--- config.mk ---
export PLATFORM = sky130hd
export DESIGN_NAME = valu_top
export DESIGN_NICKNAME = d
export VERILOG_FILES = /design/src/source/valu_pkg.sv /design/src/source/valu_top.sv /design/src/source/valu_resp.sv /design/src/source/valu_exec.sv /design/src/source/valu_arith.sv /design/src/source/valu_decode.sv
export SDC_FILE = /design/constraint.sdc
export NUM_CORES = 1
export LEC_CHECK = 0
export BUFFER_PORTS_ARGS = -buffer_cell sky130_fd_sc_hd__buf_2
export CORE_ASPECT_RATIO = 0.7
export CORE_MARGIN = 10
export CORE_UTILIZATION = 52
export CTS_CLUSTER_SIZE = 16
export DETAILED_ROUTE_END_ITERATION = 12
export PLACE_DENSITY = 0.77
export SYNTH_ARGS = -nofsm -noshare
export SYNTH_HDL_FRONTEND = slang
export SYNTH_SLANG_ARGS = --single-unit
--- constraint.sdc ---
create_clock -name clk -period 21 [get_ports clk]
set_input_delay 4.2 -clock clk [delete_from_list [all_inputs] [get_ports clk]]
set_output_delay 4.2 -clock clk [all_outputs]
set_load 0.02 [all_outputs]
--- src/source/valu_pkg.sv ---
package valu_pkg;

    localparam int data_w = 64;
    localparam int addr_w = 32;
    localparam int be_w = data_w / 8;
    localparam int func_w = 6;

    // cycles from request accept to response handshake
    localparam int pipe_latency = 3;

    typedef logic [data_w-1:0] vdata_t;
    typedef logic [addr_w-1:0] vaddr_t;
    typedef logic [be_w-1:0]   vbe_t;
    typedef logic [func_w-1:0] func_id_t;
    typedef logic [1:0]        sew_t;

    localparam sew_t sew_8  = 2'd0;
    localparam sew_t sew_16 = 2'd1;
    localparam sew_t sew_32 = 2'd2;
    localparam sew_t sew_64 = 2'd3;

    localparam func_id_t fn_add  = 6'b000000;
    localparam func_id_t fn_sub  = 6'b000010;
    localparam func_id_t fn_rsub = 6'b000011;
    localparam func_id_t fn_minu = 6'b000100;
    localparam func_id_t fn_min  = 6'b000101;
    localparam func_id_t fn_maxu = 6'b000110;
    localparam func_id_t fn_max  = 6'b000111;
    localparam func_id_t fn_and  = 6'b001001;
    localparam func_id_t fn_or   = 6'b001010;
    localparam func_id_t fn_xor  = 6'b001011;
    localparam func_id_t fn_move = 6'b010111;

    typedef enum logic [3:0] {
        op_none,
        op_add,
        op_sub,
        op_rsub,
        op_minu,
        op_min,
        op_maxu,
        op_max,
        op_and,
        op_or,
        op_xor,
        op_move
    } alu_op_e;

    typedef struct packed {
        vaddr_t addr;
        vbe_t   be;
    } valu_tag_t;

    typedef struct packed {
        func_id_t  func_id;
        sew_t      sew;
        vdata_t    data0;
        vdata_t    data1;
        valu_tag_t tag;
    } valu_req_t;

    typedef struct packed {
        alu_op_e   op;
        sew_t      sew;
        vdata_t    data0;
        vdata_t    data1;
        valu_tag_t tag;
    } valu_op_t;

    typedef struct packed {
        vdata_t    data;
        valu_tag_t tag;
    } valu_resp_t;

endpackage
--- src/source/valu_top.sv ---
`timescale 1ns/1ps

module valu_top
    import valu_pkg::*;
(
    input  logic       clk,
    input  logic       rst,
    input  valu_req_t  req,
    input  logic       req_valid,
    output logic       req_ready,
    output valu_resp_t resp,
    output logic       resp_valid,
    input  logic       resp_ready
);

    valu_op_t op;
    logic op_valid;
    valu_resp_t res;
    logic res_valid;
    logic advance;

    // whole pipeline moves together.
    assign req_ready = advance;

    valu_decode decode0 (
        .clk       (clk),
        .rst       (rst),
        .req       (req),
        .req_valid (req_valid),
        .advance   (advance),
        .op        (op),
        .op_valid  (op_valid)
    );

    valu_exec exec0 (
        .clk       (clk),
        .rst       (rst),
        .op        (op),
        .op_valid  (op_valid),
        .advance   (advance),
        .res       (res),
        .res_valid (res_valid)
    );

    valu_resp resp0 (
        .clk        (clk),
        .rst        (rst),
        .res        (res),
        .res_valid  (res_valid),
        .resp       (resp),
        .resp_valid (resp_valid),
        .resp_ready (resp_ready),
        .advance    (advance)
    );

endmodule

--- src/source/valu_resp.sv ---
`timescale 1ns/1ps

module valu_resp
    import valu_pkg::*;
(
    input  logic       clk,
    input  logic       rst,
    input  valu_resp_t res,
    input  logic       res_valid,
    output valu_resp_t resp,
    output logic       resp_valid,
    input  logic       resp_ready,
    output logic       advance
);

    typedef enum logic {skid_empty, skid_full} skid_state_e;

    skid_state_e state_q;
    valu_resp_t skid_q;
    logic out_stall;

    assign out_stall = resp_valid && !resp_ready;
    assign advance   = (state_q == skid_empty);   // driven by state_q alone.

    always_ff @(posedge clk) begin
        if (rst) begin
            state_q    <= skid_empty;
            resp_valid <= 1'b0;
        end else if (state_q == skid_empty) begin
            if (!out_stall) begin
                resp_valid <= res_valid;
            end else if (res_valid) begin
                state_q <= skid_full;
            end
        end else if (resp_ready) begin
            state_q <= skid_empty;   // skid moves to output.
        end
    end

    always_ff @(posedge clk) begin
        if (state_q == skid_empty) begin
            if (!out_stall && res_valid) begin
                resp <= res;
            end else if (out_stall && res_valid) begin
                skid_q <= res;
            end
        end else if (resp_ready) begin
            resp <= skid_q;
        end
    end

    a_resp_hold: assert property (
        @(posedge clk) disable iff (rst)
        out_stall |=> resp_valid && $stable(resp)
    );

    // with the skid full the execute stage must hold its item
    a_no_overflow: assert property (
        @(posedge clk) disable iff (rst)
        (state_q == skid_full) && res_valid |=> res_valid && $stable(res)
    );

endmodule

--- src/source/valu_exec.sv ---
`timescale 1ns/1ps

module valu_exec
    import valu_pkg::*;
(
    input  logic       clk,
    input  logic       rst,
    input  valu_op_t   op,
    input  logic       op_valid,
    input  logic       advance,
    output valu_resp_t res,
    output logic       res_valid
);

    vdata_t sum;
    vdata_t minmax;
    valu_resp_t nxt;

    valu_arith arith0 (
        .a      (op.data0),
        .b      (op.data1),
        .sew    (op.sew),
        .op     (op.op),
        .sum    (sum),
        .minmax (minmax)
    );

    always_comb begin
        nxt.tag = op.tag;
        case (op.op)
            op_add, op_sub, op_rsub: nxt.data = sum;
            op_minu, op_min, op_maxu, op_max: nxt.data = minmax;
            op_and: nxt.data = op.data0 & op.data1;
            op_or: nxt.data = op.data0 | op.data1;
            op_xor: nxt.data = op.data0 ^ op.data1;
            op_move: nxt.data = op.data0;
            default: begin
                nxt.data   = '0;
                nxt.tag.be = '0;   // unsupported code writes nothing.
            end
        endcase
    end

    always_ff @(posedge clk) begin
        if (rst) begin
            res_valid <= 1'b0;
        end else if (advance) begin
            res_valid <= op_valid;
        end
    end

    always_ff @(posedge clk) begin
        if (advance) begin
            res <= nxt;
        end
    end

endmodule

--- src/source/valu_arith.sv ---
`timescale 1ns/1ps

module valu_arith
    import valu_pkg::*;
(
    input  vdata_t  a,
    input  vdata_t  b,
    input  sew_t    sew,
    input  alu_op_e op,
    output vdata_t  sum,
    output vdata_t  minmax
);

    vdata_t x;
    vdata_t y;
    logic cin0;
    logic [be_w-1:0] border;
    logic [be_w-1:0] cout;
    logic [2:0] top_mask;
    logic is_min;
    logic is_signed;

    // subtraction is x + ~y + 1.
    always_comb begin
        case (op)
            op_sub, op_minu, op_min, op_maxu, op_max: begin
                x    = a;
                y    = ~b;
                cin0 = 1'b1;
            end
            op_rsub: begin
                x    = b;
                y    = ~a;
                cin0 = 1'b1;
            end
            default: begin
                x    = a;
                y    = b;
                cin0 = 1'b0;
            end
        endcase
    end

    // first byte of each element and offset to its top byte
    always_comb begin
        case (sew)
            sew_8: begin
                border   = 8'hff;
                top_mask = 3'd0;
            end
            sew_16: begin
                border   = 8'h55;
                top_mask = 3'd1;
            end
            sew_32: begin
                border   = 8'h11;
                top_mask = 3'd3;
            end
            default: begin
                border   = 8'h01;
                top_mask = 3'd7;
            end
        endcase
    end

    always_comb begin
        logic carry;
        logic [8:0] slice;
        carry = 1'b0;
        for (int i = 0; i < be_w; i++) begin
            if (border[i]) begin
                carry = cin0;   // chain restarts per element.
            end
            slice = {1'b0, x[8*i +: 8]} + {1'b0, y[8*i +: 8]} + {8'd0, carry};
            sum[8*i +: 8] = slice[7:0];
            cout[i] = slice[8];
            carry = slice[8];
        end
    end

    assign is_min    = (op == op_min) || (op == op_minu);
    assign is_signed = (op == op_min) || (op == op_max);

    // a < b read off the top byte of each element of a - b
    always_comb begin
        logic [2:0] top;
        logic sign_a;
        logic sign_b;
        logic lt_u;
        logic lt;
        for (int i = 0; i < be_w; i++) begin
            top    = 3'(i) | top_mask;
            sign_a = a[8*top + 7];
            sign_b = b[8*top + 7];
            lt_u   = ~cout[top];   // borrow out.
            if (is_signed && (sign_a != sign_b)) begin
                lt = sign_a;
            end else begin
                lt = lt_u;
            end
            if (is_min == lt) begin
                minmax[8*i +: 8] = a[8*i +: 8];
            end else begin
                minmax[8*i +: 8] = b[8*i +: 8];
            end
        end
    end

endmodule

--- src/source/valu_decode.sv ---
`timescale 1ns/1ps

module valu_decode
    import valu_pkg::*;
(
    input  logic      clk,
    input  logic      rst,
    input  valu_req_t req,
    input  logic      req_valid,
    input  logic      advance,
    output valu_op_t  op,
    output logic      op_valid
);

    alu_op_e dec_op;

    always_comb begin
        case (req.func_id)
            fn_add: begin
                dec_op = op_add;
            end
            fn_sub: begin
                dec_op = op_sub;
            end
            fn_rsub: begin
                dec_op = op_rsub;
            end
            fn_minu: begin
                dec_op = op_minu;
            end
            fn_min: begin
                dec_op = op_min;
            end
            fn_maxu: begin
                dec_op = op_maxu;
            end
            fn_max: begin
                dec_op = op_max;
            end
            fn_and: begin
                dec_op = op_and;
            end
            fn_or: begin
                dec_op = op_or;
            end
            fn_xor: begin
                dec_op = op_xor;
            end
            fn_move: begin
                dec_op = op_move;
            end
            default: begin
                dec_op = op_none;   // answered, but writes nothing.
            end
        endcase
    end

    always_ff @(posedge clk) begin
        if (rst) begin
            op_valid <= 1'b0;
        end else if (advance) begin
            op_valid <= req_valid;
        end
    end

    always_ff @(posedge clk) begin
        if (advance) begin
            op.op    <= dec_op;
            op.sew   <= req.sew;
            op.data0 <= req.data0;
            op.data1 <= req.data1;
            op.tag   <= req.tag;
        end
    end

    // source must hold a request that was not taken.
    a_req_hold: assert property (
        @(posedge clk) disable iff (rst)
        req_valid && !advance |=> $stable(req)
    );

endmodule

---- Word-level counts from Yosys, hierarchy flattened ----
Memories as Yosys holds them, arrays and structs flattened. A register that Yosys moved wholly into a read port is not among the register bits.
Cells that the tools add are included.
W data, S select, Z words.
word-level totals
  flip-flop bits (word level) ............. 486
  bits in read-only memories .............. 128
  bits of input ports ..................... 180
  output and inout port bits .............. 106
  word-level logic and storage cells ...... 207
  memories ................................ 1
memories
  memory           words  bits a word  read ports  clocked after memory_dff  wr ports  line               source
  (no name shown)  32     4            1           1                         0         valu_decode.sv:18  case (req.func_id)
cells by class
  $add $sub $neg .......................... 23
  magnitude comparators ................... 14
  eq/ne operators ......................... 30
  muxes and demuxes ....................... 79
  bitwise operators ....................... 16
  reductions and logical operators ........ 26
operators by type and width
  operator               number
  $pmux W64 S6           1
  $mux W104              3
  $not A64 Y64           2
  $pmux W64 S2           1
  $bmux W1 S6            14
  $add A8 B8 Y9          8
  $add A9 B1 Y9          8
  $and A64 B64 Y64       1
  $mux W64               1
  $mux W8                8
  $or A64 B64 Y64        1
  $xor A64 B64 Y64       1
  $add A6 B3 Y7 const B  7
  $lt A7 B7 Y1 const B   7
  $mux W1                45
  $lt A3 B4 Y1 const B   7
  $pmux W8 S3            1
  $eq A4 B3 Y1 const B   4
  $eq A4 B4 Y1 const B   4
  $logic_and A1 B1 Y1    11
  $not A1 Y1             11
  $reduce_or A11 Y1      1
  $pmux W3 S3            1
  $eq A1 B1 Y1           8
  18 further kinds       32

---- Logic depth before layout (Yosys ltp) ----
Gate-level depths: netlist of the first run.
  depth after elaboration ................. 26
  gate-level depth with buffers ........... 70
  gate-level depth less buffers ........... 66

---- Hierarchy ----
From an unflattened synthesis of the first run, not the netlist that was laid out.
unflattened totals
  cells, all modules ...................... 1966
  area total of the unflattened synthesis .. 27166.1 µm²
by module, submodules not included
  module       instances  cells each  area an instance (µm²)  seq. area each (µm²)
  valu_exec    1          739         8117.8                  3143.0
  valu_resp    1          336         8109.0                  6286.0
  valu_arith   1          695         5551.6                  0.0
  valu_decode  1          196         5387.7                  5245.0

---- Least setup slack after synthesis of the first run ----
Ideal clock, no wire load.
  path type ............................... register -> register
  start ................................... register, netlist name decode0.op[170]
  end ..................................... register, netlist name exec0.res[91]
  library setup time ...................... 277 ps
  data arrival time ....................... 15469 ps
  required time ........................... 20723 ps
  slack ................................... 5254 ps
  stages on the path, launching flop included .. 68
  path buffers ............................ 3
  period minus slack after synthesis ...... 15746 ps
  cell sequence ........................... edfxtp_1 buf_2 nand2_1 nor3_1 clkbuf_1 clkbuf_1 a21oi_1 o21ai_0 fa_1 inv_1 fa_1 nand2b_1 a21oi_1 o31ai_1 a21oi_1 o31ai_1 fa_1 fa_1 (+32 left out) o21ai_0 fa_1 fa_1 nor2b_1 o2111ai_1 a31oi_1 o21ai_0 fa_1 fa_1 nand2b_1 a21oi_1 o22a_2 a21oi_1 o21ai_0 o21ai_0 xnor2_2 mux2i_1 o221ai_1

==> metrics.cfg, run 1 <==
[run_status]
outcome = finished, final reports clean

[sta]
setup-tns-final_ns = 0
max_slew.worst_pin.slew_ns = 1.33
finalHoldViolations = 0
maxClockFrequency_mhz = 52.6
slew_viol_final = 0
clock_skew_ns = 0.0320
rsz0062_at_grt = false
relSlewSlack = 0.105
finalHoldWorstSlack_ns = 0.405
finalWorstPathRequiredPeriod_ns = 19.02
postLayoutSetupSlackWorst_ns = 1.98
setup_viol = 0
post-route-period-util = 0.905

[die]
die_height_um = 206
fp.dieArea_um2 = 58700
horizontal_die_dimension_um = 285
ioPinCount = 286
floorplan.initialDensity = 0.530
num_rows = 67
core_um2 = 48300

[clock_network]
cts_max_path_buffers = 3
postCtsResizedCells = 0
post-cts-setup-buffer-count = 0
clkSinkCount = 490
cts.reportedPaths.clkPinSlew_ns = 0.07
worstSkewPairLatency_ns = 0.62
cts_max_level = 2
clk_root_buffer_cell = sky130_fd_sc_hd__clkbuf_16
cts_made_buffers = 46
number_of_hold_buffers_added_after_cts = 0
cts_tree = built

[setup_path]
worst-endpoint-required_ns = 21.29
critical_path.max_stage_delay_ns = 1.04
end_kind = register
timing.critical_path.fanout_max = 33
critical_path.slowest_cell = sky130_fd_sc_hd__xnor2_1
critical_path_start_type = register
regToRegStartpoint = decode0.op[171]
worstPathArrival_ns = 19.31
critPathKind = register to register
cp_common_cell = sky130_fd_sc_hd__fa_1
reg2reg_slack_ns = 1.98
crit-reg2reg-capture = exec0.res[83]
r2r_cells = 63

[global_route]
first_pass_grt_wire_length_um = 102000
antenna_violations_before_repair = 3
grt_pass1_vias = 18013
largest_net_degree_at_the_start_of_global_routing = 156
overflow = 0
groute.usage.overall = 0.218

[synthesis]
syn_inst = 2049
yosysUniqueCellTypes = 66
ys_seq_area_frac = 0.573
postSynthNetCount = 2432
mappedNetlistArea_um2 = 25600
synth_edf_count = 486
synth_area_per_cell_um2 = 12.5
synth-main-ff-cell = sky130_fd_sc_hd__edfxtp_1
synth-async-reset-ratio = 0
synth.ff_latch_count = 490
yosys_warnings = 0

[placement]
place.gp.congestion = 0.926
placed_cells = 2917
place_hpwl_um = 44000
port_buffers = 285
placement.setup.worst_slack_ns = 2.24

[routing]
remaining_routing_drc_violations = 0
drt-vias-per-instance = 5.94
totalWireLength_um = 66100
final_antenna_net_count = 0
detail_route.first_pass.iterations = 6
wl_per_cell_um = 22.0
route.vias.total = 17857
dr.first_iter.drc_count = 2016

[worst_hold_path]
whs_path_depth = 0
holdPathEnd = exec0.res[15]
min_path_type = register to register
min_from = decode0.op[15]

[power]
p_leak_nw = 11.9
power_mw = 2.40
vdd.ir_drop.worst_v = 0.0000704
p_per_area_nw_per_um2 = 81.8

[layout]
final-instance-count-excl-fill = 3006
area_growth_pct = 14.5
share_of_post_route_cells_with_drive_strength_above_1 = 0.220
final_nets = 2694

[job]
max_cap_viol_count = 0

-- cell families after synthesis --
kind of cell    after synthesis  synth area share
compound gates              539             0.137
flops                       490             0.573
xor+xnor                     48            0.0189
simple gates                360            0.0635
buf+inv                     255            0.0383
fa+ha+maj                   203             0.104
mux                         154            0.0655
-- Yosys cell counts, types with 5 or more instances --
cell type,instances,area [µm²]
sky130_fd_sc_hd__o311ai_0,14,123
sky130_fd_sc_hd__or3_1,5,31.3
sky130_fd_sc_hd__edfxtp_1,486,14600
sky130_fd_sc_hd__fa_1,16,320
sky130_fd_sc_hd__ha_1,187,2340
sky130_fd_sc_hd__a221o_1,15,150
sky130_fd_sc_hd__mux2_2,105,1180
sky130_fd_sc_hd__nand3_1,25,125
sky130_fd_sc_hd__o211ai_1,5,37.5
sky130_fd_sc_hd__a21oi_1,106,531
sky130_fd_sc_hd__a21o_1,21,158
sky130_fd_sc_hd__o21ai_1,9,45.0
sky130_fd_sc_hd__o31ai_1,6,45.0
sky130_fd_sc_hd__o22ai_1,21,131
sky130_fd_sc_hd__a221oi_1,61,534
sky130_fd_sc_hd__a22oi_1,7,52.6
sky130_fd_sc_hd__nor2_1,103,387
sky130_fd_sc_hd__xnor2_1,30,263
sky130_fd_sc_hd__nor3_1,20,100
sky130_fd_sc_hd__and2_1,9,56.3
sky130_fd_sc_hd__inv_1,155,582
sky130_fd_sc_hd__a211oi_1,7,52.6
sky130_fd_sc_hd__clkbuf_1,72,270
sky130_fd_sc_hd__nand2b_1,27,169
sky130_fd_sc_hd__buf_2,12,60.1
sky130_fd_sc_hd__nand2_1,133,499
sky130_fd_sc_hd__mux2i_1,48,480
sky130_fd_sc_hd__a31oi_1,5,31.3
sky130_fd_sc_hd__or2_2,5,31.3
sky130_fd_sc_hd__o21ai_0,189,946
sky130_fd_sc_hd__nor2b_1,21,131
sky130_fd_sc_hd__o21a_1,7,52.6
sky130_fd_sc_hd__o221ai_1,40,350
sky130_fd_sc_hd__xor2_1,14,123
sky130_fd_sc_hd__buf_1,14,52.6
sky130_fd_sc_hd__a32oi_1,5,43.8
-- worst max path at each step --
stage | slack [ns] | depth (start not counted) | startpoint | end
floorplan | 5.25 | 67 | decode0.op[170] | exec0.res[91]
global placement | 3.06 | 63 | decode0.op[171] | exec0.res[85]
detailed placement | 2.24 | 63 | decode0.op[171] | exec0.res[85]
CTS | 2.19 | 63 | decode0.op[171] | exec0.res[85]
global route | 0.83 | 64 | decode0.op[171] | exec0.res[85]
finish | 1.98 | 63 | decode0.op[171] | exec0.res[83]
-- stage by stage --
step | instance area (µm²) | util
final | 29300 | 0.607
after global routing | 29300 | 0.607
after CTS | 29300 | 0.607
after detailed placement | 27700 | 0.575
after global placement | 27700 | 0.575
after floorplan | 25600 | -
-- power breakdown --
| part | switching (mW) | internal [mW] |
|---|---|---|
| logic | 0.196 | 0.149 |
| clock network | 0.380 | 0.497 |
| registers | 0.0402 | 1.14 |
-- critical path, delay by kind of cell, from the launching register on --
family | cells | cell delay, ns
compound gates | 32 | 5.97
xor+xnor | 1 | 1.04
fa+ha+maj | 15 | 7.22
buf+inv | 2 | 1.16
flops | 1 | 0.88
simple gates | 13 | 2.35
-- cell type report --
cell class | instances | area, µm²
Inverter | 156 | 593
Antenna cell | 2 | 5.00
Sequential cell | 490 | 14700
Clock inverter | 29 | 370
Multi-Input combinational cell | 1304 | 10000
Tap cell | 655 | 820
Timing Repair Buffer | 313 | 1650
Fill cell | 3827 | 19000
Clock buffer | 57 | 1190
-- metal layers --
layer / vias to the layer above / global-route usage / share of wire / wire [µm]
met5: - / 0 / 0.00015 / 10
met4: 2 / 0.0662 / 0.022 / 1450
met3: 126 / 0.0483 / 0.086 / 5670
met2: 777 / 0.350 / 0.47 / 30900
met1: 8706 / 0.294 / 0.43 / 28100
li1: 8246 / - / - / -
-- placed cells by master, fill, tap and decap left out, types with 11 or more instances in the layout --
cell type                   count
sky130_fd_sc_hd__edfxtp_1     486
sky130_fd_sc_hd__buf_2        285
sky130_fd_sc_hd__o21ai_0      189
sky130_fd_sc_hd__ha_1         187
sky130_fd_sc_hd__inv_1        154
sky130_fd_sc_hd__nand2_1      133
sky130_fd_sc_hd__a21oi_1      106
sky130_fd_sc_hd__mux2_2       105
sky130_fd_sc_hd__nor2_1       102
sky130_fd_sc_hd__a221oi_1      61
sky130_fd_sc_hd__mux2i_1       48
sky130_fd_sc_hd__clkbuf_16     46
sky130_fd_sc_hd__o221ai_1      40
sky130_fd_sc_hd__xnor2_1       30
sky130_fd_sc_hd__buf_4         27
sky130_fd_sc_hd__nand2b_1      26
sky130_fd_sc_hd__nand3_1       25
sky130_fd_sc_hd__o22ai_1       21
sky130_fd_sc_hd__a21o_1        21
sky130_fd_sc_hd__nor2b_1       20
sky130_fd_sc_hd__nor3_1        17
sky130_fd_sc_hd__fa_1          16
sky130_fd_sc_hd__a221o_1       15
sky130_fd_sc_hd__xor2_1        14
sky130_fd_sc_hd__o311ai_0      14
sky130_fd_sc_hd__clkbuf_1      11
-- flip-flops by register name, summed over array words and instances (netlist names) --
register and flops:
decode0.op 174, decode0.op_valid 1, exec0.res 104, exec0.res_valid 1
resp0.resp 104, resp0.resp_valid 1, resp0.skid_q 104, resp0.state_q 1
(Power assumes the default switching activity.)
==> inputs of run 2 (changes only) <==
Settings changed: PLACE_DENSITY 0.77 to 0.8, TNS_END_PERCENT set to 20.
Clock period 21 ns to 15.29 ns, I/O delays scaled along.
==> run 2 against run 1 <==
  * First-iteration DRC count down 12%
  * Fmax up 30%
  * Sequential power is 37% higher
  * Clock-buffer cell count is the same
  * Largest cell class unchanged
  * Largest power group unchanged
==> metrics.cfg, run 2 (same netlist as run 1, synthesis figures left out) <==
[routing]
final_antenna_net_count = 0
route.vias.total = 18257
dr.first_iter.drc_count = 1765
wl_per_cell_um = 21.8
remaining_routing_drc_violations = 0
drt-vias-per-instance = 5.94
totalWireLength_um = 66900
detail_route.first_pass.iterations = 5

[worst_hold_path]
holdPathEnd = exec0.res[19]
whs_path_depth = 0
min_from = decode0.op[19]
min_path_type = register to register

[layout]
share_of_post_route_cells_with_drive_strength_above_1 = 0.257
max_flop_register = decode0.op
leading_cell_type_in_the_layout_fill_and_taps_excluded = sky130_fd_sc_hd__edfxtp_1
mostFrequentLayoutCells = sky130_fd_sc_hd__edfxtp_1, sky130_fd_sc_hd__buf_2, sky130_fd_sc_hd__ha_1
max_ffs_per_register = 174
final_nets = 2760
nFillCells = 3642
utilization = 0.622
area_growth_pct = 17.3

[sta]
postLayoutSetupSlackWorst_ns = 0.683
post-route-period-util = 0.955
setup_viol = 0
slew_viol_final = 0
maxClockFrequency_mhz = 68.5
setup-tns-final_ns = 0
relSlewSlack = 0.150
finalHoldViolations = 0
finalWorstPathRequiredPeriod_ns = 14.61
clock_skew_ns = 0.0227
max_slew.worst_pin.slew_ns = 1.27

[power]
p_leak_nw = 12.3
power_mw = 3.35
vdd.ir_drop.worst_v = 0.0000858
p_per_area_nw_per_um2 = 112

[setup_path]
r2r_cells = 67
worstPathArrival_ns = 14.89
worst-endpoint-required_ns = 15.58
critical_path_start_type = register
crit-reg2reg-capture = exec0.res[61]
cp_common_cell = sky130_fd_sc_hd__fa_2
reg2reg_slack_ns = 0.68
critical_path.slowest_cell = sky130_fd_sc_hd__fa_1
end_kind = register
regToRegStartpoint = decode0.op[170]
critPathKind = register to register
critical_path.max_stage_delay_ns = 0.46
timing.critical_path.fanout_max = 10

[placement]
place_hpwl_um = 44600
place.gp.congestion = 0.894
port_buffers = 285
placement.setup.worst_slack_ns = -0.845

[clock_network]
cts_max_path_buffers = 3
cts_tree = built
worstSkewPairLatency_ns = 0.60
clk_root_buffer_cell = sky130_fd_sc_hd__clkbuf_16
cts_max_level = 2
cts.reportedPaths.clkPinSlew_ns = 0.07
cts_made_buffers = 47
clkSinkCount = 490

[die]
num_rows = 67
core_um2 = 48300
ioPinCount = 286
horizontal_die_dimension_um = 285
die_height_um = 206
fp.dieArea_um2 = 58700
floorplan.initialDensity = 0.530

[global_route]
grt_pass1_vias = 18391
largest_net_degree_at_the_start_of_global_routing = 171
first_pass_grt_wire_length_um = 102000
antenna_violations_before_repair = 4
groute.usage.overall = 0.218
overflow = 0

[run_status]
outcome = finished, final reports clean

[job]
max_cap_viol_count = 0

run 2: metrics by stage:
stage,hold slack (ns),cell area [µm²],cells
floorplan,0.400,25600,2049
global placement,0.402,28200,2977
detailed placement,0.405,28200,2977
CTS,0.417,29900,3066
global route,0.424,30000,3071
finish,0.417,30000,3072
run 2: power breakdown:
part           switching [mW]  internal (mW)
clock                   0.526          0.684
combinational           0.282          0.245
sequential             0.0536           1.56
total                   0.862           2.49
run 2: timing repair:
item                       4_1_cts  5_1_grt
setup buffers                    2        4
setup endpoints to repair       64       64
hold buffers                     0        0
resized for setup               19       24
pin swaps                        7       18
gates cloned                     0        0
run 2: worst max path at each step:
stage | end | startpoint | cells past startpoint | slack [ns]
5_1_grt | exec0.res[63] | decode0.op[171] | 66 | -0.0003
3_5_place_dp | exec0.res[61] | decode0.op[171] | 66 | -0.85
3_3_place_gp | exec0.res[60] | decode0.op[170] | 68 | -0.20
2_1_floorplan | exec0.res[91] | decode0.op[171] | 68 | 0.006
6_report | exec0.res[61] | decode0.op[170] | 67 | 0.68
4_1_cts | exec0.res[45] | decode0.op[170] | 66 | 0.03
run 2: critical path: cells and delay by family, from the launching register on:
family | cells | cell delay, ns
AOI/OAI and AO/OA | 29 | 4.41
adders and majority gates | 16 | 6.44
buffers and inverters | 5 | 0.76
DFF | 1 | 0.38
and+or+nand+nor | 17 | 2.25
run 2: cell type report:
class / instances / area [µm²] / area share
well taps: 655 / 820 / 0.0273
clock buffers: 57 / 1220 / 0.0407
repair buffers: 378 / 2180 / 0.0727
multi-input cells: 1304 / 10200 / 0.338
diodes: 2 / 5.00 / 0.000167
flip-flops and latches: 490 / 14700 / 0.489
inverters: 156 / 593 / 0.0197
clock inverters: 30 / 378 / 0.0126
run 2: routing by layer:
layer  part of all wire  track usage  up-vias  routed length [µm]
li1                   -            -     8361                   -
met1               0.41        0.286     8877               27300
met4              0.024       0.0726        2                1610
met2               0.47        0.354      875               31500
met5            0.00016            0        -                  11
met3              0.096       0.0503      142                6430
